[src/verilog/id_defs.svh]
////////////////////
// Datapath widths and RV32I instruction field positions
////////////////////
`ifndef ID_DEFS_SVH
`define ID_DEFS_SVH

// Datapath and register file geometry
`define XLEN          32
`define NUM_REGS      32
`define REG_ADDR_W    5

// Register index fields
`define REG_RS1       19:15
`define REG_RS2       24:20
`define REG_RD        11:7

// Opcode and function fields
`define INSTR_OPCODE  6:0
`define INSTR_FUNCT3  14:12
`define INSTR_FUNCT7  31:25

`endif

[src/verilog/id_pkg.sv]
////////////////////
// Decode stage enums and packed bundles
////////////////////
`include "id_defs.svh"

package id_pkg;

  // Major opcodes handled by the decoder
  typedef enum logic [6:0] {
    OPC_LUI    = 7'h37,
    OPC_AUIPC  = 7'h17,
    OPC_JAL    = 7'h6f,
    OPC_BRANCH = 7'h63,
    OPC_LOAD   = 7'h03,
    OPC_STORE  = 7'h23,
    OPC_OP_IMM = 7'h13,
    OPC_OP     = 7'h33
  } opcode_e;

  // ALU operations, compares last before NOP
  typedef enum logic [4:0] {
    ALU_ADD, ALU_SUB, ALU_AND, ALU_OR, ALU_XOR,
    ALU_SLL, ALU_SRL, ALU_SRA, ALU_SLT, ALU_SLTU,
    ALU_EQ, ALU_NE, ALU_LT, ALU_GE, ALU_LTU, ALU_GEU,
    ALU_NOP
  } alu_op_e;

  typedef enum logic [1:0] {OP_A_REG, OP_A_PC, OP_A_ZERO} op_a_sel_e;
  typedef enum logic       {OP_B_REG, OP_B_IMM} op_b_sel_e;
  typedef enum logic [1:0] {IMM_I, IMM_S, IMM_U, IMM_PCINCR} imm_sel_e;
  typedef enum logic [1:0] {SEL_REGFILE, SEL_FW_EX, SEL_FW_WB} fw_sel_e;
  typedef enum logic [1:0] {JUMP_NONE, JUMP_JAL, JUMP_BRANCH} jump_e;
  typedef enum logic [1:0] {CTRL_IDLE, CTRL_FIRST_FETCH, CTRL_DECODE} ctrl_state_e;

  // Register write, also used as a forwarding source
  typedef struct packed {
    logic                   we;
    logic [`REG_ADDR_W-1:0] waddr;
    logic [`XLEN-1:0]       wdata;
  } rf_wr_t;

  // Decoder output
  typedef struct packed {
    alu_op_e    alu_op;
    op_a_sel_e  op_a_sel;
    op_b_sel_e  op_b_sel;
    imm_sel_e   imm_sel;
    logic       rs1_used;
    logic       rs2_used;
    logic       regfile_we;
    logic       data_req;
    logic       data_we;
    logic [1:0] data_type;
    logic       data_sign_ext;
    jump_e      jump;
    logic       illegal;
  } dec_ctrl_t;

  // ID/EX pipeline contents
  typedef struct packed {
    alu_op_e                alu_op;
    logic [`XLEN-1:0]       operand_a;
    logic [`XLEN-1:0]       operand_b;
    logic [`REG_ADDR_W-1:0] regfile_waddr;
    logic                   regfile_we;
    logic                   data_req;
    logic                   data_we;
    logic [1:0]             data_type;
    logic                   data_sign_ext;
    jump_e                  jump;
  } id_ex_t;

endpackage

[src/verilog/id_decoder.sv]
////////////////////
// Combinational RV32I subset decoder
////////////////////
`timescale 1ns/10ps
`include "id_defs.svh"

module id_decoder
(
  input  logic [`XLEN-1:0]  instr_i,
  output id_pkg::dec_ctrl_t ctrl_o
);

  import id_pkg::*;

  opcode_e    opcode;
  logic [2:0] funct3;
  logic [6:0] funct7;
  dec_ctrl_t  ctrl;

  assign opcode = opcode_e'(instr_i[`INSTR_OPCODE]);
  assign funct3 = instr_i[`INSTR_FUNCT3];
  assign funct7 = instr_i[`INSTR_FUNCT7];

  always_comb
  begin
    // Defaults, nothing written and nothing accessed
    ctrl.alu_op        = ALU_NOP;
    ctrl.op_a_sel      = OP_A_REG;
    ctrl.op_b_sel      = OP_B_REG;
    ctrl.imm_sel       = IMM_I;
    ctrl.rs1_used      = 1'b0;
    ctrl.rs2_used      = 1'b0;
    ctrl.regfile_we    = 1'b0;
    ctrl.data_req      = 1'b0;
    ctrl.data_we       = 1'b0;
    ctrl.data_type     = funct3[1:0];
    ctrl.data_sign_ext = ~funct3[2];
    ctrl.jump          = JUMP_NONE;
    ctrl.illegal       = 1'b0;

    case (opcode)
      // Upper immediates, operand A is zero or PC
      OPC_LUI, OPC_AUIPC:
      begin
        ctrl.alu_op     = ALU_ADD;
        ctrl.op_a_sel   = (opcode == OPC_LUI) ? OP_A_ZERO : OP_A_PC;
        ctrl.op_b_sel   = OP_B_IMM;
        ctrl.imm_sel    = IMM_U;
        ctrl.regfile_we = 1'b1;
      end
      // Link value is PC + 4
      OPC_JAL:
      begin
        ctrl.alu_op     = ALU_ADD;
        ctrl.op_a_sel   = OP_A_PC;
        ctrl.op_b_sel   = OP_B_IMM;
        ctrl.imm_sel    = IMM_PCINCR;
        ctrl.regfile_we = 1'b1;
        ctrl.jump       = JUMP_JAL;
      end
      OPC_BRANCH:
      begin
        ctrl.rs1_used = 1'b1;
        ctrl.rs2_used = 1'b1;
        ctrl.jump     = JUMP_BRANCH;
        case (funct3)
          3'b000:  ctrl.alu_op = ALU_EQ;
          3'b001:  ctrl.alu_op = ALU_NE;
          3'b100:  ctrl.alu_op = ALU_LT;
          3'b101:  ctrl.alu_op = ALU_GE;
          3'b110:  ctrl.alu_op = ALU_LTU;
          3'b111:  ctrl.alu_op = ALU_GEU;
          default: ctrl.illegal = 1'b1;
        endcase
      end
      // Address is rs1 + I or S immediate
      OPC_LOAD, OPC_STORE:
      begin
        ctrl.alu_op   = ALU_ADD;
        ctrl.op_b_sel = OP_B_IMM;
        ctrl.rs1_used = 1'b1;
        ctrl.data_req = 1'b1;
        if (opcode == OPC_LOAD)
        begin
          ctrl.regfile_we = 1'b1;
          // LB LH LW LBU LHU only
          ctrl.illegal    = (funct3[1:0] == 2'b11) || (funct3[2] && funct3[1]);
        end
        else
        begin
          ctrl.imm_sel  = IMM_S;
          ctrl.rs2_used = 1'b1;
          ctrl.data_we  = 1'b1;
          ctrl.illegal  = funct3[2] || (funct3[1:0] == 2'b11);
        end
      end
      // Register-register and register-immediate ALU ops
      OPC_OP, OPC_OP_IMM:
      begin
        ctrl.rs1_used   = 1'b1;
        ctrl.rs2_used   = (opcode == OPC_OP);
        ctrl.op_b_sel   = (opcode == OPC_OP) ? OP_B_REG : OP_B_IMM;
        ctrl.regfile_we = 1'b1;
        case (funct3)
          3'b000:  ctrl.alu_op = (opcode == OPC_OP && funct7[5]) ? ALU_SUB : ALU_ADD;
          3'b001:  ctrl.alu_op = ALU_SLL;
          3'b010:  ctrl.alu_op = ALU_SLT;
          3'b011:  ctrl.alu_op = ALU_SLTU;
          3'b100:  ctrl.alu_op = ALU_XOR;
          3'b101:  ctrl.alu_op = funct7[5] ? ALU_SRA : ALU_SRL;
          3'b110:  ctrl.alu_op = ALU_OR;
          default: ctrl.alu_op = ALU_AND;
        endcase
        // Non-shift OP-IMM carries immediate bits in funct7
        if (opcode == OPC_OP_IMM && funct3 != 3'b001 && funct3 != 3'b101)
          ctrl.illegal = 1'b0;
        // Otherwise funct7 must be zero, bit 5 allowed for SUB, SRA and SRAI
        else if ((funct7 & 7'b1011111) != 7'd0)
          ctrl.illegal = 1'b1;
        else if (funct7[5] && (funct3 != 3'b101) && !(opcode == OPC_OP && funct3 == 3'b000))
          ctrl.illegal = 1'b1;
      end
      default: ctrl.illegal = 1'b1;
    endcase

    // Unknown encodings never write, access memory or jump
    if (ctrl.illegal)
    begin
      ctrl.regfile_we = 1'b0;
      ctrl.data_req   = 1'b0;
      ctrl.jump       = JUMP_NONE;
    end
  end

  assign ctrl_o = ctrl;

endmodule

[src/verilog/id_controller.sv]
////////////////////
// Start-up FSM, load-use hazard and forwarding selects
////////////////////
`timescale 1ns/10ps
`include "id_defs.svh"

module id_controller
(
  input  logic                   clk,
  input  logic                   rst_n,
  input  logic                   fetch_enable_i,
  input  id_pkg::dec_ctrl_t      ctrl_i,
  input  logic [`REG_ADDR_W-1:0] rs1_i,
  input  logic [`REG_ADDR_W-1:0] rs2_i,
  input  id_pkg::id_ex_t         id_ex_i,
  input  id_pkg::rf_wr_t         ex_fw_i,
  input  id_pkg::rf_wr_t         wb_wr_i,
  output logic                   instr_req_o,
  output logic                   is_decoding_o,
  output logic                   load_stall_o,
  output id_pkg::fw_sel_e        fw_a_sel_o,
  output id_pkg::fw_sel_e        fw_b_sel_o
);

  import id_pkg::*;

  ctrl_state_e state_q;
  ctrl_state_e state_d;
  logic        ex_is_load;

  // EX wins over WB, x0 never forwards
  function automatic fw_sel_e pick_fw(input logic [`REG_ADDR_W-1:0] rs,
                                      input rf_wr_t ex,
                                      input rf_wr_t wb);
    fw_sel_e sel;
    sel = SEL_REGFILE;
    if (rs != '0)
    begin
      if (ex.we && (ex.waddr == rs))
        sel = SEL_FW_EX;
      else if (wb.we && (wb.waddr == rs))
        sel = SEL_FW_WB;
    end
    return sel;
  endfunction

  ////////////////////
  // Start-up FSM
  ////////////////////
  always_comb
  begin
    state_d = state_q;
    case (state_q)
      CTRL_IDLE:        if (fetch_enable_i) state_d = CTRL_FIRST_FETCH;
      CTRL_FIRST_FETCH: state_d = CTRL_DECODE;
      CTRL_DECODE:      if (!fetch_enable_i) state_d = CTRL_IDLE;
      default:          state_d = CTRL_IDLE;
    endcase
  end

  always_ff @(posedge clk, negedge rst_n)
  begin
    if (!rst_n)
      state_q <= CTRL_IDLE;
    else
      state_q <= state_d;
  end

  // Fetch runs from the first fetch on, decode one cycle later
  assign instr_req_o   = (state_q == CTRL_FIRST_FETCH) || (state_q == CTRL_DECODE);
  assign is_decoding_o = (state_q == CTRL_DECODE);

  ////////////////////
  // Hazards
  ////////////////////
  // Load in EX whose result is not yet available
  assign ex_is_load = id_ex_i.data_req && !id_ex_i.data_we && id_ex_i.regfile_we &&
                      (id_ex_i.regfile_waddr != '0);

  assign load_stall_o = ex_is_load &&
                        ((ctrl_i.rs1_used && (id_ex_i.regfile_waddr == rs1_i)) ||
                         (ctrl_i.rs2_used && (id_ex_i.regfile_waddr == rs2_i)));

  assign fw_a_sel_o = pick_fw(rs1_i, ex_fw_i, wb_wr_i);
  assign fw_b_sel_o = pick_fw(rs2_i, ex_fw_i, wb_wr_i);

endmodule

[src/verilog/id_register_file.sv]
////////////////////
// 32x32 register file, two reads and one write
////////////////////
`timescale 1ns/10ps
`include "id_defs.svh"

module id_register_file
(
  input  logic                   clk,
  input  logic                   rst_n,
  input  logic [`REG_ADDR_W-1:0] raddr_a_i,
  input  logic [`REG_ADDR_W-1:0] raddr_b_i,
  output logic [`XLEN-1:0]       rdata_a_o,
  output logic [`XLEN-1:0]       rdata_b_o,
  input  id_pkg::rf_wr_t         wr_i
);

  logic [`XLEN-1:0] regs [`NUM_REGS];

  // Write at the edge, x0 stays zero
  always_ff @(posedge clk, negedge rst_n)
  begin
    if (!rst_n)
    begin
      for (int i = 0; i < `NUM_REGS; i++)
        regs[i] <= '0;
    end
    else if (wr_i.we && (wr_i.waddr != '0))
    begin
      regs[wr_i.waddr] <= wr_i.wdata;
    end
  end

  // Asynchronous reads
  assign rdata_a_o = (raddr_a_i == '0) ? '0 : regs[raddr_a_i];
  assign rdata_b_o = (raddr_b_i == '0) ? '0 : regs[raddr_b_i];

endmodule

[src/verilog/id_operand_path.sv]
////////////////////
// Immediates, forwarding and operand muxes, jump target
////////////////////
`timescale 1ns/10ps
`include "id_defs.svh"

module id_operand_path
(
  input  logic [`XLEN-1:0] instr_i,
  input  logic [`XLEN-1:0] pc_id_i,
  input  id_pkg::dec_ctrl_t ctrl_i,
  input  id_pkg::fw_sel_e   fw_a_sel_i,
  input  id_pkg::fw_sel_e   fw_b_sel_i,
  input  logic [`XLEN-1:0] rdata_a_i,
  input  logic [`XLEN-1:0] rdata_b_i,
  input  id_pkg::rf_wr_t    ex_fw_i,
  input  id_pkg::rf_wr_t    wb_wr_i,
  output logic [`XLEN-1:0] operand_a_o,
  output logic [`XLEN-1:0] operand_b_o,
  output logic [`XLEN-1:0] jump_target_o
);

  import id_pkg::*;

  logic [`XLEN-1:0] imm_i;
  logic [`XLEN-1:0] imm_s;
  logic [`XLEN-1:0] imm_sb;
  logic [`XLEN-1:0] imm_u;
  logic [`XLEN-1:0] imm_uj;
  logic [`XLEN-1:0] imm_b;
  logic [`XLEN-1:0] fw_a;
  logic [`XLEN-1:0] fw_b;

  // Register file value or a forwarded result
  function automatic logic [`XLEN-1:0] fw_mux(input fw_sel_e sel,
                                              input logic [`XLEN-1:0] rf,
                                              input logic [`XLEN-1:0] ex,
                                              input logic [`XLEN-1:0] wb);
    case (sel)
      SEL_FW_EX: return ex;
      SEL_FW_WB: return wb;
      default:   return rf;
    endcase
  endfunction

  ////////////////////
  // Immediates
  ////////////////////
  assign imm_i  = {{20{instr_i[31]}}, instr_i[31:20]};
  assign imm_s  = {{20{instr_i[31]}}, instr_i[31:25], instr_i[11:7]};
  assign imm_sb = {{19{instr_i[31]}}, instr_i[31], instr_i[7], instr_i[30:25],
                   instr_i[11:8], 1'b0};
  assign imm_u  = {instr_i[31:12], 12'b0};
  assign imm_uj = {{12{instr_i[31]}}, instr_i[19:12], instr_i[20], instr_i[30:21], 1'b0};

  always_comb
  begin
    case (ctrl_i.imm_sel)
      IMM_S:      imm_b = imm_s;
      IMM_U:      imm_b = imm_u;
      IMM_PCINCR: imm_b = `XLEN'd4;
      default:    imm_b = imm_i;
    endcase
  end

  ////////////////////
  // Operands
  ////////////////////
  assign fw_a = fw_mux(fw_a_sel_i, rdata_a_i, ex_fw_i.wdata, wb_wr_i.wdata);
  assign fw_b = fw_mux(fw_b_sel_i, rdata_b_i, ex_fw_i.wdata, wb_wr_i.wdata);

  always_comb
  begin
    case (ctrl_i.op_a_sel)
      OP_A_PC:   operand_a_o = pc_id_i;
      OP_A_ZERO: operand_a_o = '0;
      default:   operand_a_o = fw_a;
    endcase
  end

  assign operand_b_o = (ctrl_i.op_b_sel == OP_B_IMM) ? imm_b : fw_b;

  // JAL uses the UJ offset, branches the SB offset
  assign jump_target_o = pc_id_i + ((ctrl_i.jump == JUMP_JAL) ? imm_uj : imm_sb);

endmodule

[src/verilog/id_ex_pipe.sv]
////////////////////
// ID/EX register with bubble and hold
////////////////////
`timescale 1ns/10ps
`include "id_defs.svh"

module id_ex_pipe
(
  input  logic                   clk,
  input  logic                   rst_n,
  input  logic                   id_valid_i,
  input  logic                   ex_ready_i,
  input  id_pkg::dec_ctrl_t      ctrl_i,
  input  logic [`XLEN-1:0]       operand_a_i,
  input  logic [`XLEN-1:0]       operand_b_i,
  input  logic [`REG_ADDR_W-1:0] rd_i,
  output id_pkg::id_ex_t         id_ex_o
);

  import id_pkg::*;

  always_ff @(posedge clk, negedge rst_n)
  begin
    if (!rst_n)
    begin
      id_ex_o        <= '0;
      id_ex_o.alu_op <= ALU_NOP;
      id_ex_o.jump   <= JUMP_NONE;
    end
    else if (id_valid_i)
    begin
      // New instruction enters EX
      id_ex_o.alu_op        <= ctrl_i.alu_op;
      id_ex_o.operand_a     <= operand_a_i;
      id_ex_o.operand_b     <= operand_b_i;
      id_ex_o.regfile_waddr <= rd_i;
      id_ex_o.regfile_we    <= ctrl_i.regfile_we;
      id_ex_o.data_req      <= ctrl_i.data_req;
      id_ex_o.data_we       <= ctrl_i.data_we;
      id_ex_o.data_type     <= ctrl_i.data_type;
      id_ex_o.data_sign_ext <= ctrl_i.data_sign_ext;
      id_ex_o.jump          <= ctrl_i.jump;
    end
    else if (ex_ready_i)
    begin
      // Bubble, side effects off, payload kept
      id_ex_o.regfile_we <= 1'b0;
      id_ex_o.data_req   <= 1'b0;
      id_ex_o.data_we    <= 1'b0;
      id_ex_o.jump       <= JUMP_NONE;
    end
  end

endmodule

[src/verilog/id_stage.sv]
////////////////////
// Decode stage top level
////////////////////
`timescale 1ns/10ps
`include "id_defs.svh"

module id_stage
(
  input  logic             clk,
  input  logic             rst_n,
  input  logic             fetch_enable_i,
  input  logic             if_valid_i,
  input  logic             ex_ready_i,
  input  logic [`XLEN-1:0] instr_rdata_i,
  input  logic [`XLEN-1:0] pc_id_i,
  input  id_pkg::rf_wr_t   wb_wr_i,
  input  id_pkg::rf_wr_t   ex_fw_i,
  output logic             instr_req_o,
  output logic             is_decoding_o,
  output logic             id_ready_o,
  output logic             id_valid_o,
  output logic             illegal_insn_o,
  output logic [`XLEN-1:0] jump_target_o,
  output id_pkg::id_ex_t   id_ex_o
);

  import id_pkg::*;

  logic [`REG_ADDR_W-1:0] rs1;
  logic [`REG_ADDR_W-1:0] rs2;
  logic [`REG_ADDR_W-1:0] rd;
  dec_ctrl_t              dec_ctrl;
  fw_sel_e                fw_a_sel;
  fw_sel_e                fw_b_sel;
  logic                   load_stall;
  logic [`XLEN-1:0]       rdata_a;
  logic [`XLEN-1:0]       rdata_b;
  logic [`XLEN-1:0]       operand_a;
  logic [`XLEN-1:0]       operand_b;

  // Register fields
  assign rs1 = instr_rdata_i[`REG_RS1];
  assign rs2 = instr_rdata_i[`REG_RS2];
  assign rd  = instr_rdata_i[`REG_RD];

  ////////////////////
  // Handshake
  ////////////////////
  assign id_ready_o     = !load_stall && ex_ready_i;
  assign id_valid_o     = is_decoding_o && if_valid_i && id_ready_o;
  // Only flag an illegal instruction when it is consumed
  assign illegal_insn_o = dec_ctrl.illegal && id_valid_o;

  id_decoder decoder_inst
  (
    .instr_i (instr_rdata_i),
    .ctrl_o  (dec_ctrl)
  );

  id_controller controller_inst
  (
    .clk            (clk),
    .rst_n          (rst_n),
    .fetch_enable_i (fetch_enable_i),
    .ctrl_i         (dec_ctrl),
    .rs1_i          (rs1),
    .rs2_i          (rs2),
    .id_ex_i        (id_ex_o),
    .ex_fw_i        (ex_fw_i),
    .wb_wr_i        (wb_wr_i),
    .instr_req_o    (instr_req_o),
    .is_decoding_o  (is_decoding_o),
    .load_stall_o   (load_stall),
    .fw_a_sel_o     (fw_a_sel),
    .fw_b_sel_o     (fw_b_sel)
  );

  // Written from WB only
  id_register_file register_file_inst
  (
    .clk       (clk),
    .rst_n     (rst_n),
    .raddr_a_i (rs1),
    .raddr_b_i (rs2),
    .rdata_a_o (rdata_a),
    .rdata_b_o (rdata_b),
    .wr_i      (wb_wr_i)
  );

  id_operand_path operand_path_inst
  (
    .instr_i       (instr_rdata_i),
    .pc_id_i       (pc_id_i),
    .ctrl_i        (dec_ctrl),
    .fw_a_sel_i    (fw_a_sel),
    .fw_b_sel_i    (fw_b_sel),
    .rdata_a_i     (rdata_a),
    .rdata_b_i     (rdata_b),
    .ex_fw_i       (ex_fw_i),
    .wb_wr_i       (wb_wr_i),
    .operand_a_o   (operand_a),
    .operand_b_o   (operand_b),
    .jump_target_o (jump_target_o)
  );

  id_ex_pipe ex_pipe_inst
  (
    .clk         (clk),
    .rst_n       (rst_n),
    .id_valid_i  (id_valid_o),
    .ex_ready_i  (ex_ready_i),
    .ctrl_i      (dec_ctrl),
    .operand_a_i (operand_a),
    .operand_b_i (operand_b),
    .rd_i        (rd),
    .id_ex_o     (id_ex_o)
  );

endmodule

[config.mk]
export PLATFORM = sky130hd
export DESIGN_NAME = id_stage
export DESIGN_NICKNAME = d
export VERILOG_FILES = /design/src/verilog/id_pkg.sv /design/src/verilog/id_decoder.sv /design/src/verilog/id_controller.sv /design/src/verilog/id_register_file.sv /design/src/verilog/id_operand_path.sv /design/src/verilog/id_ex_pipe.sv /design/src/verilog/id_stage.sv
export VERILOG_INCLUDE_DIRS = /design/src /design/src/verilog
export SDC_FILE = /design/constraint.sdc
export NUM_CORES = 2
export LEC_CHECK = 0
export BUFFER_PORTS_ARGS = -buffer_cell sky130_fd_sc_hd__buf_2
export CORE_MARGIN = 3
export CORE_UTILIZATION = 50
export CTS_BUF_LIST = sky130_fd_sc_hd__clkbuf_8
export CTS_CLUSTER_SIZE = 30
export DETAILED_ROUTE_END_ITERATION = 7
export PLACE_DENSITY = 0.67
export SLEW_MARGIN = 40
export SYNTH_ARGS = -nofsm -noshare
export SYNTH_HDL_FRONTEND = slang
export SYNTH_HIERARCHICAL = 1
export SYNTH_SLANG_ARGS = --single-unit
[constraint.sdc]
create_clock -name clk -period 8.55 [get_ports clk]
set_clock_uncertainty 0.1 [all_clocks]
set_input_delay 0.855 -clock clk [delete_from_list [all_inputs] [get_ports clk]]
set_output_delay 0.855 -clock clk [all_outputs]
set_load 0.01 [all_outputs]
==> flow_summary.json <==
{
  "status": "completed",
  "clkSinkCount": 1108,
  "grt_max_degree": 104,
  "synth_top_area_cell": "dfrtp_1",
  "drt_iter0_drc": 5326,
  "r2r_cells": 6,
  "p_sw_share_pct": 29.8,
  "worstMarginPinSlew_ns": 0.966,
  "drv_cap": 0,
  "synthCells": 4410,
  "tns_ns": 0,
  "via_per_inst": 6.79,
  "holdCritPathClass": "input port to flop",
  "syn-num-nets": 4598,
  "synth_cell_type_count": 83,
  "grt_use_total_pct": 31.3,
  "avgSynthCellArea_um2": 14.1,
  "p_sw_w": 0.00461,
  "cts_resized": 0,
  "drc": 0,
  "die_y_um": 358,
  "wl_per_cell_um": 32.1,
  "yosysWarnings": 6,
  "antenna_found_initial": 26,
  "routabilityCongestion": 0.958,
  "sequentialPowerShare_pct": 46.2,
  "fin_crit_ns": 5.82,
  "ys_ff_latch": 1108,
  "synthArstFlopShare_pct": 100,
  "die_area_um2": 128000,
  "cts_max_level": 4,
  "cp.arrival_ns": 4.86,
  "p_clk_share_pct": 29.7,
  "pwr-share-comb_pct": 24.1,
  "routed-wl-met3_um": 19100,
  "start_util_pct": 50.6,
  "yosysMostFrequentCell": "dfrtp_1",
  "drt_pass1_iterations": 6,
  "worstSetupEndpointType": "output pin",
  "setup_viol": 0,
  "rsz0062_at_grt": "false",
  "max_freq_ghz": 0.172,
  "maxSlewViolCount": 0,
  "synth_common_cells": "dfrtp_1 (1107), mux2_2 (889), mux4_2 (469)",
  "overflow": 0,
  "clk_latency_ns": 0.90,
  "yosys_most_used_dff": "dfrtp_1",
  "cts_setup_buffers": 0,
  "cts.clk_slew.worst_paths_ns": 0.06,
  "clockRootBuffer": "clkbuf_8",
  "dr_total_vias": 42500,
  "antenna_left": 0,
  "grt_pass1_wl_um": 294000,
  "top_layer_used": "met5",
  "cts_buffer_depth": 3,
  "power_density_nw_per_um2": 226,
  "postCtsHoldBufs": 1,
  "synthTopCellsByArea": "dfrtp_1 (45%), mux4_2 (17%), mux2_2 (16%), mux2_1 (2.8%), mux2i_1 (2.6%)",
  "peakVddDrop_v": 0.000173,
  "hold_violations": 0,
  "cts_tree": "built",
  "met2WireLength_um": 90400,
  "dp_hpwl_um": 123000,
  "hold_slack_ns": 0.173,
  "slew_headroom_pct": 35.1,
  "path_max_fanout": 14,
  "numCtsBuffers": 182,
  "critPathLaunchType": "input port",
  "min_period_over_period_pct": 68.0,
  "synth-seq-area-share_pct": 44.7,
  "yosysTopAreaCellShare_pct": 44.7,
  "core.rowCount": 128,
  "first_global_vias": 42700,
  "drt-met1-wl_um": 82700,
  "design.core.area_um2": 122000,
  "area.growth.synth_to_final_pct": 10.2,
  "io_pins": 264,
  "leakagePower_nw": 30.0,
  "criticalPathCategory": "input port to output pin",
  "holdPathStages": 2,
  "nets": 4672,
  "required_ns": 7.60,
  "die_w_um": 358,
  "synth_enable_flop_cells": 0,
  "intPower_w": 0.0109,
  "drive_gt1_share_pct": 46.2,
  "synth_area_um2": 62000,
  "io_buffers": 263,
  "regToRegSetupSlack_ns": 5.31,
  "wl_um": 201000
}
sequential cells by signal (all words and copies together) (netlist names):
name and flops:
register_file_inst/regs 1024, ex_pipe_inst/id_ex_o 82, controller_inst/state_q 2
cells in the final DEF (no fill, tap or decap), types with 10 or more instances in the layout:
cell type | Yosys | final
a22oi_1 | 81 | 81
clkbuf_8 | 0 | 232
o221ai_1 | 26 | 26
nand3_1 | 16 | 14
ha_1 | 42 | 38
nand2_1 | 94 | 83
nand2b_1 | 19 | 18
nor2_4 | 0 | 12
buf_12 | 0 | 13
o21ai_0 | 75 | 75
diode_2 | 0 | 13
nor2b_1 | 28 | 21
a22o_1 | 85 | 85
a21o_1 | 23 | 23
dfrtp_1 | 1107 | 1107
inv_1 | 19 | 89
a211oi_1 | 46 | 46
xnor2_1 | 28 | 28
xor2_1 | 29 | 29
mux2_1 | 152 | 152
nor3_1 | 63 | 55
mux2_4 | 65 | 65
buf_2 | 81 | 255
mux2_2 | 889 | 889
a2111oi_0 | 26 | 26
a21oi_1 | 92 | 92
buf_4 | 35 | 84
nand2_2 | 0 | 11
mux2i_1 | 159 | 159
nor2_1 | 78 | 65
mux4_2 | 469 | 469
o21ai_1 | 10 | 10
clkinv_2 | 0 | 14
o22ai_1 | 83 | 83
final timing paths:
path	startpoint	endpoint
worst max-delay path	instr_rdata_i[3]	jump_target_o[25]
worst min-delay path	instr_rdata_i[10]	ex_pipe_inst/id_ex_o[11]
worst max register to register	ex_pipe_inst/id_ex_o[11]	ex_pipe_inst/id_ex_o[2]
worst min register to register	register_file_inst/regs[1020]	register_file_inst/regs[1020]
max in group asynchronous	rst_n	register_file_inst/regs[377]
min in group asynchronous	rst_n	controller_inst/state_q[0]
worst max-delay path, stage by stage:
cell and delay (ns):
buf_2 0.12, and4bb_2 0.36, and3_1 0.24, and2_1 0.22
nor2b_1 0.06, buf_4 0.20, mux2_2 0.24, ha_1 0.16
inv_1 0.06, fa_1 0.39, nand2b_1 0.18, a21oi_1 0.26
o21ai_1 0.21, a31oi_1 0.26, and2_4 0.23, a41oi_4 0.20
o31ai_2 0.32, xor2_1 0.16, buf_2 0.14
stage by stage:
| step | instance area [um2] | power (W) | setup WS, ns | util [%] | cells |
|---|---|---|---|---|---|
| 2_1_floorplan | 62000 | 0.00962 | 3.27 | - | 4410 |
| 3_3_place_gp | 64300 | 0.0107 | 2.78 | 52.5 | 5911 |
| 3_5_place_dp | 64600 | 0.0109 | 2.80 | 52.8 | 5921 |
| 4_1_cts | 68200 | 0.0155 | 2.77 | 55.7 | 6247 |
| 5_1_grt | 68300 | 0.0162 | 2.52 | 55.8 | 6257 |
| 6_report | 68300 | 0.0155 | 2.73 | 55.8 | 6263 |
routing by layer:
metal,global-route usage [%],vias up
li1,-,17200
met2,47.2,2212
met4,13.5,14
met1,43.6,22600
met3,7.48,490
met5,0,-
cells by family after synthesis:
kind of cell	after synthesis	synth area share, %
buffers and inverters	505	3.63
xor gates and xnor gates	57	0.806
and+or+nand+nor	367	3.01
DFF	1108	44.7
AOI/OAI and AO/OA	596	6.82
adders and majority gates	43	0.880
muxes	1734	40.1
final cells by class:
type | count | area, um2
Multi-Input combinational cell | 2797 | 32300
Inverter | 20 | 75.1
Fill cell | 9944 | 54000
Sequential cell | 1108 | 27700
Clock inverter | 95 | 424
Clock buffer | 230 | 3170
Antenna cell | 13 | 32.5
Timing Repair Buffer | 375 | 2580
Tap cell | 1625 | 2030
power by group through the flow:
stage | clock, W | sequential (W) | combinational, W
5_1_grt | 0.00492 | 0.00726 | 0.00398
2_1_floorplan | 0 | 0.00698 | 0.00264
4_1_cts | 0.00468 | 0.00711 | 0.00369
3_3_place_gp | 0 | 0.00714 | 0.00360
6_report | 0.00460 | 0.00714 | 0.00372
3_5_place_dp | 0 | 0.00720 | 0.00368
No activity file was read; power rests on OpenSTA's default activity.
